File: config.mk
export PLATFORM = sky130hd
export DESIGN_NAME = lpif_txrx_x4_top
export DESIGN_NICKNAME = d
export VERILOG_FILES = /design/src/lpif_pkg.sv /design/src/ll_auto_sync.sv /design/src/lpif_field_pack.sv /design/src/lpif_lane_concat.sv /design/src/lpif_txrx_x4_top.sv
export SDC_FILE = /design/constraint.sdc
export NUM_CORES = 1
export LEC_CHECK = 0
export BUFFER_PORTS_ARGS = -buffer_cell sky130_fd_sc_hd__buf_2
export CAP_MARGIN = 40
export CORE_MARGIN = 3
export CORE_UTILIZATION = 35
export DETAILED_ROUTE_END_ITERATION = 7
export GPL_TIMING_DRIVEN = 1
export SYNTH_ARGS = -nofsm -noshare
export SYNTH_HDL_FRONTEND = slang
export SYNTH_HIERARCHICAL = 1
export SYNTH_SLANG_ARGS = --single-unit
File: constraint.sdc
create_clock -name clk_wr -period 3.82 [get_ports clk_wr]
set_input_delay 0.191 -clock clk_wr [delete_from_list [all_inputs] [get_ports clk_wr]]
set_output_delay 0.191 -clock clk_wr [all_outputs]
set_load 0.05 [all_outputs]
File: src/lpif_pkg.sv
package lpif_pkg;

  ////////////////////
  // LPIF link state

  // Encodings follow the LPIF state field
  typedef enum logic [7:0] {
    RESET     = 8'h00,
    ACTIVE    = 8'h01,
    RETRAIN   = 8'h0B,
    L1        = 8'h04,
    L2        = 8'h05,
    LINKERROR = 8'h0A
  } link_state_e;

  // Per-direction online delay FSM
  typedef enum logic [1:0] {
    SYNC_IDLE,
    SYNC_WAIT,
    SYNC_ONLINE
  } sync_state_e;

  ////////////////////
  // Field widths

  localparam int STATE_W     = $bits(link_state_e);
  localparam int PROTID_W    = 4;
  localparam int DVALID_W    = 2;
  localparam int CRC_W       = 8;
  localparam int CRC_VALID_W = 2;
  localparam int VALID_W     = 2;

  // All non-data bits of one LPIF word
  localparam int CTRL_W = STATE_W + PROTID_W + DVALID_W + CRC_W + CRC_VALID_W + VALID_W;

  // Lane control bits, above the payload
  localparam int LANE_CTRL_W = 2;
  localparam int STB_BIT     = 0;
  localparam int MRK_BIT     = 1;

  // Delay configuration inputs
  localparam int DELAY_W = 16;

endpackage

File: src/ll_auto_sync.sv
`timescale 1ns/1ps

module ll_auto_sync
  import lpif_pkg::*;
(
  input  logic               clk_wr,
  input  logic               arst_n,

  // Raw online indications
  input  logic               tx_online,
  input  logic               rx_online,

  // Hold-off delays in cycles
  input  logic [DELAY_W-1:0] delay_x_value,
  input  logic [DELAY_W-1:0] delay_z_value,

  // Delayed online indications
  output logic               tx_online_delay,
  output logic               rx_online_delay
);

  // Index 0 is transmit, index 1 is receive
  logic               online_in [2];
  logic [DELAY_W-1:0] delay_in  [2];
  sync_state_e        state_q   [2];
  logic [DELAY_W-1:0] cnt_q     [2];

  // Transmit waits on delay_z, receive on delay_x
  assign online_in[0] = tx_online;
  assign online_in[1] = rx_online;
  assign delay_in[0]  = delay_z_value;
  assign delay_in[1]  = delay_x_value;

  ////////////////////
  // Delay FSMs

  always_ff @(posedge clk_wr or negedge arst_n) begin
    if (!arst_n) begin
      for (int i = 0; i < 2; i++) begin
        state_q[i] <= SYNC_IDLE;
        cnt_q[i]   <= '0;
      end
    end else begin
      for (int i = 0; i < 2; i++) begin
        case (state_q[i])
          SYNC_IDLE: begin
            // Load the delay on the first cycle online
            if (online_in[i]) begin
              state_q[i] <= SYNC_WAIT;
              cnt_q[i]   <= delay_in[i];
            end
          end
          SYNC_WAIT: begin
            if (!online_in[i]) begin
              state_q[i] <= SYNC_IDLE;
            end else if (cnt_q[i] == '0) begin
              state_q[i] <= SYNC_ONLINE;
            end else begin
              cnt_q[i] <= cnt_q[i] - 1'b1;
            end
          end
          SYNC_ONLINE: begin
            // Any drop of the input restarts the wait
            if (!online_in[i]) begin
              state_q[i] <= SYNC_IDLE;
            end
          end
          default: begin
            state_q[i] <= SYNC_IDLE;
          end
        endcase
      end
    end
  end

  // Outputs decoded straight from state
  assign tx_online_delay = (state_q[0] == SYNC_ONLINE);
  assign rx_online_delay = (state_q[1] == SYNC_ONLINE);

endmodule

File: src/lpif_field_pack.sv
`timescale 1ns/1ps

module lpif_field_pack
  import lpif_pkg::*;
#(
  parameter int DATA_W    = 64,
  parameter int NUM_LANES = 4,
  // Packed word rounded up to a whole number of lane payloads
  localparam int PAY_W  = (DATA_W + CTRL_W + NUM_LANES - 1) / NUM_LANES,
  localparam int PACK_W = PAY_W * NUM_LANES
) (
  // Upstream LPIF fields
  input  link_state_e            ustrm_state,
  input  logic [PROTID_W-1:0]    ustrm_protid,
  input  logic [DATA_W-1:0]      ustrm_data,
  input  logic [DVALID_W-1:0]    ustrm_dvalid,
  input  logic [CRC_W-1:0]       ustrm_crc,
  input  logic [CRC_VALID_W-1:0] ustrm_crc_valid,
  input  logic [VALID_W-1:0]     ustrm_valid,

  // Packed transmit word
  output logic [PACK_W-1:0]      tx_word,

  // Received word and receive gate inputs
  input  logic [PACK_W-1:0]      rx_word,
  input  logic                   rx_online_delay,
  input  logic                   strobe_ok,

  // Downstream LPIF fields
  output link_state_e            dstrm_state,
  output logic [PROTID_W-1:0]    dstrm_protid,
  output logic [DATA_W-1:0]      dstrm_data,
  output logic [DVALID_W-1:0]    dstrm_dvalid,
  output logic [CRC_W-1:0]       dstrm_crc,
  output logic [CRC_VALID_W-1:0] dstrm_crc_valid,
  output logic [VALID_W-1:0]     dstrm_valid
);

  ////////////////////
  // Word layout

  // Bit 0 upward, padding above state
  localparam int OFF_VALID     = 0;
  localparam int OFF_CRC_VALID = OFF_VALID + VALID_W;
  localparam int OFF_CRC       = OFF_CRC_VALID + CRC_VALID_W;
  localparam int OFF_DVALID    = OFF_CRC + CRC_W;
  localparam int OFF_DATA      = OFF_DVALID + DVALID_W;
  localparam int OFF_PROTID    = OFF_DATA + DATA_W;
  localparam int OFF_STATE     = OFF_PROTID + PROTID_W;

  logic rx_open;

  // Pack, padding left at zero
  always_comb begin
    tx_word                                = '0;
    tx_word[OFF_VALID     +: VALID_W]      = ustrm_valid;
    tx_word[OFF_CRC_VALID +: CRC_VALID_W]  = ustrm_crc_valid;
    tx_word[OFF_CRC       +: CRC_W]        = ustrm_crc;
    tx_word[OFF_DVALID    +: DVALID_W]     = ustrm_dvalid;
    tx_word[OFF_DATA      +: DATA_W]       = ustrm_data;
    tx_word[OFF_PROTID    +: PROTID_W]     = ustrm_protid;
    tx_word[OFF_STATE     +: STATE_W]      = ustrm_state;
  end

  ////////////////////
  // Unpack

  // Receive gate, online and all strobes seen
  assign rx_open = rx_online_delay & strobe_ok;

  // Payload fields pass through ungated
  assign dstrm_state  = link_state_e'(rx_word[OFF_STATE +: STATE_W]);
  assign dstrm_protid = rx_word[OFF_PROTID +: PROTID_W];
  assign dstrm_data   = rx_word[OFF_DATA +: DATA_W];
  assign dstrm_crc    = rx_word[OFF_CRC +: CRC_W];

  // Valid-type fields forced low while the gate is shut
  assign dstrm_dvalid    = rx_open ? rx_word[OFF_DVALID +: DVALID_W] : '0;
  assign dstrm_crc_valid = rx_open ? rx_word[OFF_CRC_VALID +: CRC_VALID_W] : '0;
  assign dstrm_valid     = rx_open ? rx_word[OFF_VALID +: VALID_W] : '0;

endmodule

File: src/lpif_lane_concat.sv
`timescale 1ns/1ps

module lpif_lane_concat
  import lpif_pkg::*;
#(
  parameter int DATA_W    = 64,
  parameter int NUM_LANES = 4,
  // Lane payload, lane with control bits, flat PHY bus
  localparam int PAY_W  = (DATA_W + CTRL_W + NUM_LANES - 1) / NUM_LANES,
  localparam int PACK_W = PAY_W * NUM_LANES,
  localparam int LANE_W = PAY_W + LANE_CTRL_W,
  localparam int PHY_W  = LANE_W * NUM_LANES
) (
  input  logic              clk_wr,
  input  logic              arst_n,

  // Delayed online indications
  input  logic              tx_online_delay,
  input  logic              rx_online_delay,

  // Packed words
  input  logic [PACK_W-1:0] tx_word,
  output logic [PACK_W-1:0] rx_word,
  output logic              strobe_ok,

  // PHY lanes, lane k at bits k*LANE_W upward
  output logic [PHY_W-1:0]  tx_phy,
  input  logic [PHY_W-1:0]  rx_phy,

  // Debug counters
  output logic [31:0]       tx_upstream_debug_status,
  output logic [31:0]       rx_downstream_debug_status
);

  logic [PHY_W-1:0]     tx_lanes;
  logic [PHY_W-1:0]     rx_phy_q;
  logic [NUM_LANES-1:0] rx_stb;

  logic                 tx_evt;
  logic                 rx_word_evt;
  logic                 rx_err_evt;
  logic [31:0]          tx_cnt;
  logic [15:0]          rx_word_cnt;
  logic [15:0]          rx_err_cnt;

  ////////////////////
  // Transmit striping

  // Payload slice low, strobe then marker above
  always_comb begin
    tx_lanes = '0;
    for (int k = 0; k < NUM_LANES; k++) begin
      tx_lanes[k*LANE_W +: PAY_W]             = tx_word[k*PAY_W +: PAY_W];
      tx_lanes[k*LANE_W + PAY_W + STB_BIT]    = 1'b1;
      // Persistent marker
      tx_lanes[k*LANE_W + PAY_W + MRK_BIT]    = 1'b1;
    end
  end

  // Lanes idle at zero until online
  always_ff @(posedge clk_wr or negedge arst_n) begin
    if (!arst_n) begin
      tx_phy <= '0;
    end else if (tx_online_delay) begin
      tx_phy <= tx_lanes;
    end else begin
      tx_phy <= '0;
    end
  end

  ////////////////////
  // Receive capture

  always_ff @(posedge clk_wr) begin
    rx_phy_q <= rx_phy;
  end

  // Strip control bits, collect strobes
  always_comb begin
    rx_word = '0;
    rx_stb  = '0;
    for (int k = 0; k < NUM_LANES; k++) begin
      rx_word[k*PAY_W +: PAY_W] = rx_phy_q[k*LANE_W +: PAY_W];
      rx_stb[k]                 = rx_phy_q[k*LANE_W + PAY_W + STB_BIT];
    end
  end

  // Every lane must show its strobe
  assign strobe_ok = &rx_stb;

  ////////////////////
  // Debug counters

  // Valid field sits at the bottom of both words
  assign tx_evt      = tx_online_delay & (|tx_word[VALID_W-1:0]);
  assign rx_word_evt = rx_online_delay & strobe_ok & (|rx_word[VALID_W-1:0]);
  assign rx_err_evt  = rx_online_delay & ~strobe_ok;

  // Saturating counts
  always_ff @(posedge clk_wr or negedge arst_n) begin
    if (!arst_n) begin
      tx_cnt      <= '0;
      rx_word_cnt <= '0;
      rx_err_cnt  <= '0;
    end else begin
      if (tx_evt && (tx_cnt != '1)) begin
        tx_cnt <= tx_cnt + 1'b1;
      end
      if (rx_word_evt && (rx_word_cnt != '1)) begin
        rx_word_cnt <= rx_word_cnt + 1'b1;
      end
      // Strobe loss while online
      if (rx_err_evt && (rx_err_cnt != '1)) begin
        rx_err_cnt <= rx_err_cnt + 1'b1;
      end
    end
  end

  assign tx_upstream_debug_status   = tx_cnt;
  // Errors high, word count low
  assign rx_downstream_debug_status = {rx_err_cnt, rx_word_cnt};

endmodule

File: src/lpif_txrx_x4_top.sv
`timescale 1ns/1ps

module lpif_txrx_x4_top
  import lpif_pkg::*;
#(
  parameter int DATA_W    = 64,
  parameter int NUM_LANES = 4,
  // PHY bus width from the lane geometry
  localparam int PAY_W  = (DATA_W + CTRL_W + NUM_LANES - 1) / NUM_LANES,
  localparam int PACK_W = PAY_W * NUM_LANES,
  localparam int PHY_W  = (PAY_W + LANE_CTRL_W) * NUM_LANES
) (
  input  logic                   clk_wr,
  input  logic                   arst_n,

  // Link control
  input  logic                   tx_online,
  input  logic                   rx_online,
  input  logic [DELAY_W-1:0]     delay_x_value,
  input  logic [DELAY_W-1:0]     delay_z_value,

  // PHY lanes, flat
  output logic [PHY_W-1:0]       tx_phy,
  input  logic [PHY_W-1:0]       rx_phy,

  // Upstream channel
  input  link_state_e            ustrm_state,
  input  logic [PROTID_W-1:0]    ustrm_protid,
  input  logic [DATA_W-1:0]      ustrm_data,
  input  logic [DVALID_W-1:0]    ustrm_dvalid,
  input  logic [CRC_W-1:0]       ustrm_crc,
  input  logic [CRC_VALID_W-1:0] ustrm_crc_valid,
  input  logic [VALID_W-1:0]     ustrm_valid,

  // Downstream channel
  output link_state_e            dstrm_state,
  output logic [PROTID_W-1:0]    dstrm_protid,
  output logic [DATA_W-1:0]      dstrm_data,
  output logic [DVALID_W-1:0]    dstrm_dvalid,
  output logic [CRC_W-1:0]       dstrm_crc,
  output logic [CRC_VALID_W-1:0] dstrm_crc_valid,
  output logic [VALID_W-1:0]     dstrm_valid,

  // Debug status
  output logic [31:0]            tx_upstream_debug_status,
  output logic [31:0]            rx_downstream_debug_status
);

  logic              tx_online_delay;
  logic              rx_online_delay;
  logic [PACK_W-1:0] tx_word;
  logic [PACK_W-1:0] rx_word;
  logic              strobe_ok;

  ////////////////////
  // Online hold-off

  ll_auto_sync ll_auto_sync_i (
    .clk_wr          (clk_wr),
    .arst_n          (arst_n),
    .tx_online       (tx_online),
    .rx_online       (rx_online),
    .delay_x_value   (delay_x_value),
    .delay_z_value   (delay_z_value),
    .tx_online_delay (tx_online_delay),
    .rx_online_delay (rx_online_delay)
  );

  ////////////////////
  // LPIF field packing

  lpif_field_pack #(
    .DATA_W    (DATA_W),
    .NUM_LANES (NUM_LANES)
  ) lpif_field_pack_i (
    .ustrm_state     (ustrm_state),
    .ustrm_protid    (ustrm_protid),
    .ustrm_data      (ustrm_data),
    .ustrm_dvalid    (ustrm_dvalid),
    .ustrm_crc       (ustrm_crc),
    .ustrm_crc_valid (ustrm_crc_valid),
    .ustrm_valid     (ustrm_valid),
    .tx_word         (tx_word),
    .rx_word         (rx_word),
    .rx_online_delay (rx_online_delay),
    .strobe_ok       (strobe_ok),
    .dstrm_state     (dstrm_state),
    .dstrm_protid    (dstrm_protid),
    .dstrm_data      (dstrm_data),
    .dstrm_dvalid    (dstrm_dvalid),
    .dstrm_crc       (dstrm_crc),
    .dstrm_crc_valid (dstrm_crc_valid),
    .dstrm_valid     (dstrm_valid)
  );

  ////////////////////
  // PHY lane striping

  lpif_lane_concat #(
    .DATA_W    (DATA_W),
    .NUM_LANES (NUM_LANES)
  ) lpif_lane_concat_i (
    .clk_wr                     (clk_wr),
    .arst_n                     (arst_n),
    .tx_online_delay            (tx_online_delay),
    .rx_online_delay            (rx_online_delay),
    .tx_word                    (tx_word),
    .rx_word                    (rx_word),
    .strobe_ok                  (strobe_ok),
    .tx_phy                     (tx_phy),
    .rx_phy                     (rx_phy),
    .tx_upstream_debug_status   (tx_upstream_debug_status),
    .rx_downstream_debug_status (rx_downstream_debug_status)
  );

endmodule
==> results of run 1 <==
-- per-stage QoR --
step | worst slack [ps] | utilization, % | instances | hold WS (ps)
after global placement | 1350 | 37.9 | 1750 | 293
after detailed placement | 1340 | 38.0 | 1751 | 295
after global routing | 1120 | 47.3 | 2021 | 31.7
final | 1360 | 47.3 | 2021 | 32.3
after CTS | 1310 | 47.3 | 2021 | 0.460
after floorplan | 1690 | - | 1115 | -105
-- metal layers --
layer  vias to the layer above  global-route usage, %  routed length (µm)
li1                       4325                      -                   -
met1                      4324                   19.9               12700
met2                       396                   29.9               16600
met3                        53                   5.82                2920
met4                         4                   6.21                 840
met5                         -                      0                  29
-- sequential cells by signal, indices dropped and copies added, names as in the netlist --
register                                     cells
lpif_lane_concat_i/rx_phy_q                     94
lpif_lane_concat_i/rx_err_cnt                   16
lpif_lane_concat_i/rx_word_cnt                  16
lpif_lane_concat_i/tx_upstream_debug_status     32
ll_auto_sync_i/cnt_q                            32
lpif_lane_concat_i/tx_phy                       93
ll_auto_sync_i/state_q                           4
-- worst paths after layout --
| check | startpoint | to | slack [ps] | cells past startpoint |
|---|---|---|---|---|
| max | ll_auto_sync_i/cnt_q[0] | ll_auto_sync_i/cnt_q[2] | 1360 | 8 |
| min | delay_z_value[14] | ll_auto_sync_i/cnt_q[30] | 30 | 3 |
| max reg2reg | ll_auto_sync_i/cnt_q[0] | ll_auto_sync_i/cnt_q[2] | 1360 | 8 |
| min reg2reg | lpif_lane_concat_i/rx_err_cnt[4] | lpif_lane_concat_i/rx_err_cnt[4] | 500 | 1 |
| max in group asynchronous | arst_n | lpif_lane_concat_i/rx_word_cnt[10] | 2460 | 3 |
| min in group asynchronous | arst_n | lpif_lane_concat_i/tx_phy[84] | 270 | 2 |
-- critical path: cells and delay by family, from the launching register on --
kind,cells,cell delay (ps)
adders and majority gates,1,210
and+or+nand+nor,2,780
buffers and inverters,2,320
AOI/OAI and AO/OA,3,610
DFF,1,390
-- power breakdown --
group | leakage, µW | switching (µW) | internal [µW] | total (µW)
Clock | 0.000554 | 1250 | 1960 | 3220
Sequential | 0.00340 | 79.9 | 3130 | 3210
Combinational | 0.00431 | 396 | 324 | 719
-- layout make-up --
cell class	instances	share of cell area, %
inverter	12	0.290
timing repair buffer	692	27.8
tap	455	3.48
sequential	287	41.0
clock buffer	50	6.39
clock inverter	9	0.466
multi-input combinational	516	20.6
-- what timing repair did --
item / in CTS / in global routing
buffers inserted: 0 / 0
hold buffers: 211 / 0
resized for setup: 0 / 0
hold endpoints to repair: 296 / 0
==> results.py, run 1 <==
metrics = {
    "status": {
        "outcome": "finished clean",
    },
    "sta": {
        "max_freq_mhz": 406,
        "tns_ps": 0,
        "fin_crit_sh_pct": 64.5,
        "skew_ps": 11.2,
        "hold_viol": 0,
        "max_slew_margin_pct": 45.8,
        "layout_min_cycle_time_ps": 2460,
        "setup_viol": 0,
        "drv_slew": 0,
        "rsz0062_at_grt": "no",
        "worstMarginPinSlew_ps": 813,
    },
    "clock_network": {
        "path_clk_slew_ps": 60,
        "cts_buffers": 34,
        "htreeDepth": 2,
        "cts-root-buf": "clkbuf_16",
        "cts_max_path_buffers": 3,
        "insertion_delay_ps": 520,
        "cts_tree": "done",
        "numClockSinks": 287,
    },
    "setup_path": {
        "cp.arrival_ps": 2850,
        "crit_top_cell": "a21oi_1",
        "cp-end-kind": "flip-flop",
        "slowest_delay_ps": 490,
        "worstSetupPathType": "reg2reg",
        "cp_slowest_cell": "or3b_2",
        "path_max_fanout": 23,
        "cp_cell_sequence": "inv_1 > ha_1 > or3b_2 > nor2_1 > a31o_2 > inv_2 > a21oi_1 > a21oi_1",
        "critPathRequiredTime_ps": 4200,
        "cp-start-kind": "flip-flop",
    },
    "final_layout": {
        "finalInstanceArea_um2": 16400,
        "fin_nets": 1774,
        "mostFrequentLayoutCell": "buf_2",
        "drive_above_1_share_pct": 36.3,
        "final_cell_mix": "buf_2 (472), dlygate4sd3_1 (211), dfrtp_1 (193)",
        "antenna-diode-count": 0,
        "fillerInstances": 3071,
        "multi_input_area_um2": 3380,
        "ff_latch_area_um2": 6710,
        "syn2layout_area_growth_pct": 33.0,
    },
    "place": {
        "port_buffers": 473,
        "gp_congestion": 0.817,
        "placed_cell_area_um2": 13100,
        "hpwl_um": 22200,
    },
    "synthesis": {
        "syn-instance-count": 1114,
        "syn_area_um2": 12300,
        "syn_avg_cell_area_um2": 11.1,
        "ys_warn_count": 6,
    },
    "drt": {
        "initialDrtViolationCount": 447,
        "wl_per_cell_um": 16.3,
        "num_vias": 9102,
        "route.detailed.drc": 0,
        "drt.antenna.violating_nets": 0,
        "viasPerCell": 4.50,
        "wirelength_um": 33000,
        "first_pass_iters": 7,
    },
    "floorplanning": {
        "die_w_um": 194,
        "start_util_pct": 35.6,
        "die-area_um2": 37500,
        "core_area_um2": 34600,
        "std_cell_rows": 68,
        "die_h_um": 194,
        "io_pins": 480,
    },
    "global_route": {
        "grt_pass1_wl_um": 52000,
        "grt_use_total_pct": 17.2,
        "overflow": 0,
        "antenna_found_initial": 3,
        "grt_pass1_vias": 9551,
        "grt_max_degree": 96,
    },
    "pwr": {
        "powerDensity_nw_per_um2": 436,
        "p_leak_uw": 0.00827,
        "power_uw": 7150,
        "peakVddDrop_v": 0.000445,
    },
    "hold_path": {
        "hp-class": "in2reg",
    },
    "run": {
        "maxCapViolCount": 0,
    },
}
No activity file was read; power rests on OpenSTA's default activity.
==> run 2: changes to the inputs <==
==> constraint.sdc (replaced) <==
create_clock -name clk_wr -period 2.3 [get_ports clk_wr]
set_input_delay 0.115 -clock clk_wr [delete_from_list [all_inputs] [get_ports clk_wr]]
set_output_delay 0.115 -clock clk_wr [all_outputs]
set_load 0.05 [all_outputs]
==> run 2 against run 1 <==
Net effect: clock-buffer cell count grew 3; wire length grew 0.34%; highest routed layer unchanged; combinational power increased by 71%; flip-flop and latch count stayed put; clock skew rose by 11 ps; design area increased by 1.3%; largest power group unchanged; final cell count increased by 1.1%; non-clock buffer count is 19 higher.
==> results.py, run 2 (same netlist as run 1, synthesis figures left out) <==
metrics = {
    "status": {
        "outcome": "finished clean",
    },
    "pwr": {
        "peakVddDrop_v": 0.000585,
        "p_leak_uw": 0.00838,
        "powerDensity_nw_per_um2": 721,
    },
    "sta": {
        "tns_ps": 0,
        "hold_viol": 0,
        "setup_viol": 0,
        "worstMarginPinSlew_ps": 642,
        "max_slew_margin_pct": 57.0,
        "max_freq_mhz": 458,
        "skew_ps": 22.3,
        "drv_slew": 0,
        "fin_crit_sh_pct": 95.0,
        "rsz0062_at_grt": "no",
        "layout_setup_ws_ps": 115,
        "layout_min_cycle_time_ps": 2190,
    },
    "floorplanning": {
        "start_util_pct": 35.6,
        "die-area_um2": 37500,
        "std_cell_rows": 68,
        "io_pins": 480,
        "die_w_um": 194,
        "core_area_um2": 34600,
        "die_h_um": 194,
    },
    "clock_network": {
        "htreeDepth": 2,
        "insertion_delay_ps": 520,
        "cts-root-buf": "clkbuf_16",
        "cts_tree": "done",
        "cts_setup_buffers": 0,
        "numClockSinks": 287,
        "path_clk_slew_ps": 60,
        "cts_buffers": 34,
        "cts_max_path_buffers": 3,
    },
    "place": {
        "hpwl_um": 22500,
        "gp_congestion": 0.812,
        "port_buffers": 473,
        "placed_cell_area_um2": 13300,
        "dp_slack_ps": 162,
    },
    "final_layout": {
        "finalInstanceArea_um2": 16600,
        "final_cell_mix": "buf_2 (472), dlygate4sd3_1 (217), dfrtp_1 (193)",
        "reg_top3": "lpif_lane_concat_i/rx_phy_q (94), lpif_lane_concat_i/tx_phy (93)",
        "top_register": "lpif_lane_concat_i/rx_phy_q",
        "syn2layout_area_growth_pct": 34.8,
        "mostFrequentLayoutCell": "buf_2",
        "fin_nets": 1793,
        "largest_register_ff_count": 94,
        "layout.core_utilization_pct": 47.9,
        "drive_above_1_share_pct": 36.8,
    },
    "global_route": {
        "antenna_found_initial": 4,
        "grt_pass1_vias": 9718,
        "overflow": 0,
        "grt_use_total_pct": 17.3,
        "grt_max_degree": 82,
        "grt_pass1_wl_um": 52200,
    },
    "setup_path": {
        "cp_slowest_cell": "or4b_1",
        "timing.critical_path.buf_inv": 2,
        "path_max_fanout": 5,
        "worstSetupPathType": "reg2reg",
        "cp-end-kind": "flip-flop",
        "cp.arrival_ps": 2590,
        "cp_cell_sequence": "inv_1 > ha_1 > or4b_1 > buf_4 > nor3_2 > nand2b_1 > a21oi_1 > a311oi_1",
        "cp-start-kind": "flip-flop",
        "path_delay_family": "simple AND/OR/NAND/NOR gates",
        "slowest_delay_ps": 520,
        "critPathRequiredTime_ps": 2710,
    },
    "drt": {
        "initialDrtViolationCount": 331,
        "wirelength_um": 33100,
        "drt.antenna.violating_nets": 0,
        "wl_per_cell_um": 16.2,
        "route.detailed.drc": 0,
        "num_vias": 9151,
        "viasPerCell": 4.48,
        "first_pass_iters": 4,
    },
    "hold_path": {
        "hp-class": "in2reg",
    },
    "run": {
        "maxCapViolCount": 0,
    },
}
run 2: cell types whose count changed in the layout (fill, tap and decap cells not counted), sizes merged:
cell | before | now
diode | 0 | 2
bufinv | 1 | 0
clkinvlp | 1 | 2
inv | 12 | 14
clkinv | 7 | 3
clkbuf | 51 | 54
buf | 480 | 493
dlygate4sd3 | 211 | 217
run 2: metrics by stage:
step / instances / power, µW / hold slack [ps]
after global routing: 2043 / 12500 / 40.6
after floorplan: 1115 / 6240 / -181
final: 2043 / 12000 / 54.1
after global placement: 1764 / 6330 / 147
after detailed placement: 1764 / 6350 / 150
after CTS: 2041 / 12200 / 6.26
run 2: area by class of cell:
class                           instances  area [µm²]
Clock buffer                           53        1110
Timing Repair Buffer                  711        4730
Fill cell                            3086       18000
Multi-Input combinational cell        516        3380
Tap cell                              455         569
Sequential cell                       287        6710
Clock inverter                          7        45.0
Antenna cell                            2        5.00
Inverter                               12        47.5
run 2: tightest hold or removal path: cells and delay by family:
kind / cells / cell delay (ps)
AO/OA/AOI/OAI: 2 / 290
buffers and inverters: 1 / 80
AND/OR/NAND/NOR: 1 / 40
run 2: report_power, final:
part / internal [µW] / switching (µW)
combinational: 562 / 668
clock: 3320 / 2090
sequential: 5200 / 124
total: 9080 / 2880
run 2: layer usage:
layer | GRT usage, % | wire length, µm
met4 | 7.10 | 1140
met5 | 0 | 21
met2 | 29.7 | 16200
met1 | 19.3 | 12700
met3 | 6.39 | 3110
run 2: final timing paths:
path	startpoint	end	slack (ps)	cells past startpoint
max	ll_auto_sync_i/cnt_q[16]	ll_auto_sync_i/cnt_q[28]	110	8
min	delay_z_value[2]	ll_auto_sync_i/cnt_q[18]	50	4
max reg2reg	ll_auto_sync_i/cnt_q[16]	ll_auto_sync_i/cnt_q[28]	110	8
min reg2reg	lpif_lane_concat_i/rx_err_cnt[7]	lpif_lane_concat_i/rx_err_cnt[7]	490	1
max in group asynchronous	arst_n	lpif_lane_concat_i/tx_phy[14]	1450	3
min in group asynchronous	arst_n	lpif_lane_concat_i/tx_phy[84]	120	2
run 2: what timing repair did:
| item | in CTS | in global routing |
|---|---|---|
| hold buffers | 217 | 0 |
| setup endpoints to repair | 0 | 1 |
| gates resized for setup | 0 | 1 |
| endpoints found under the hold margin | 277 | 0 |
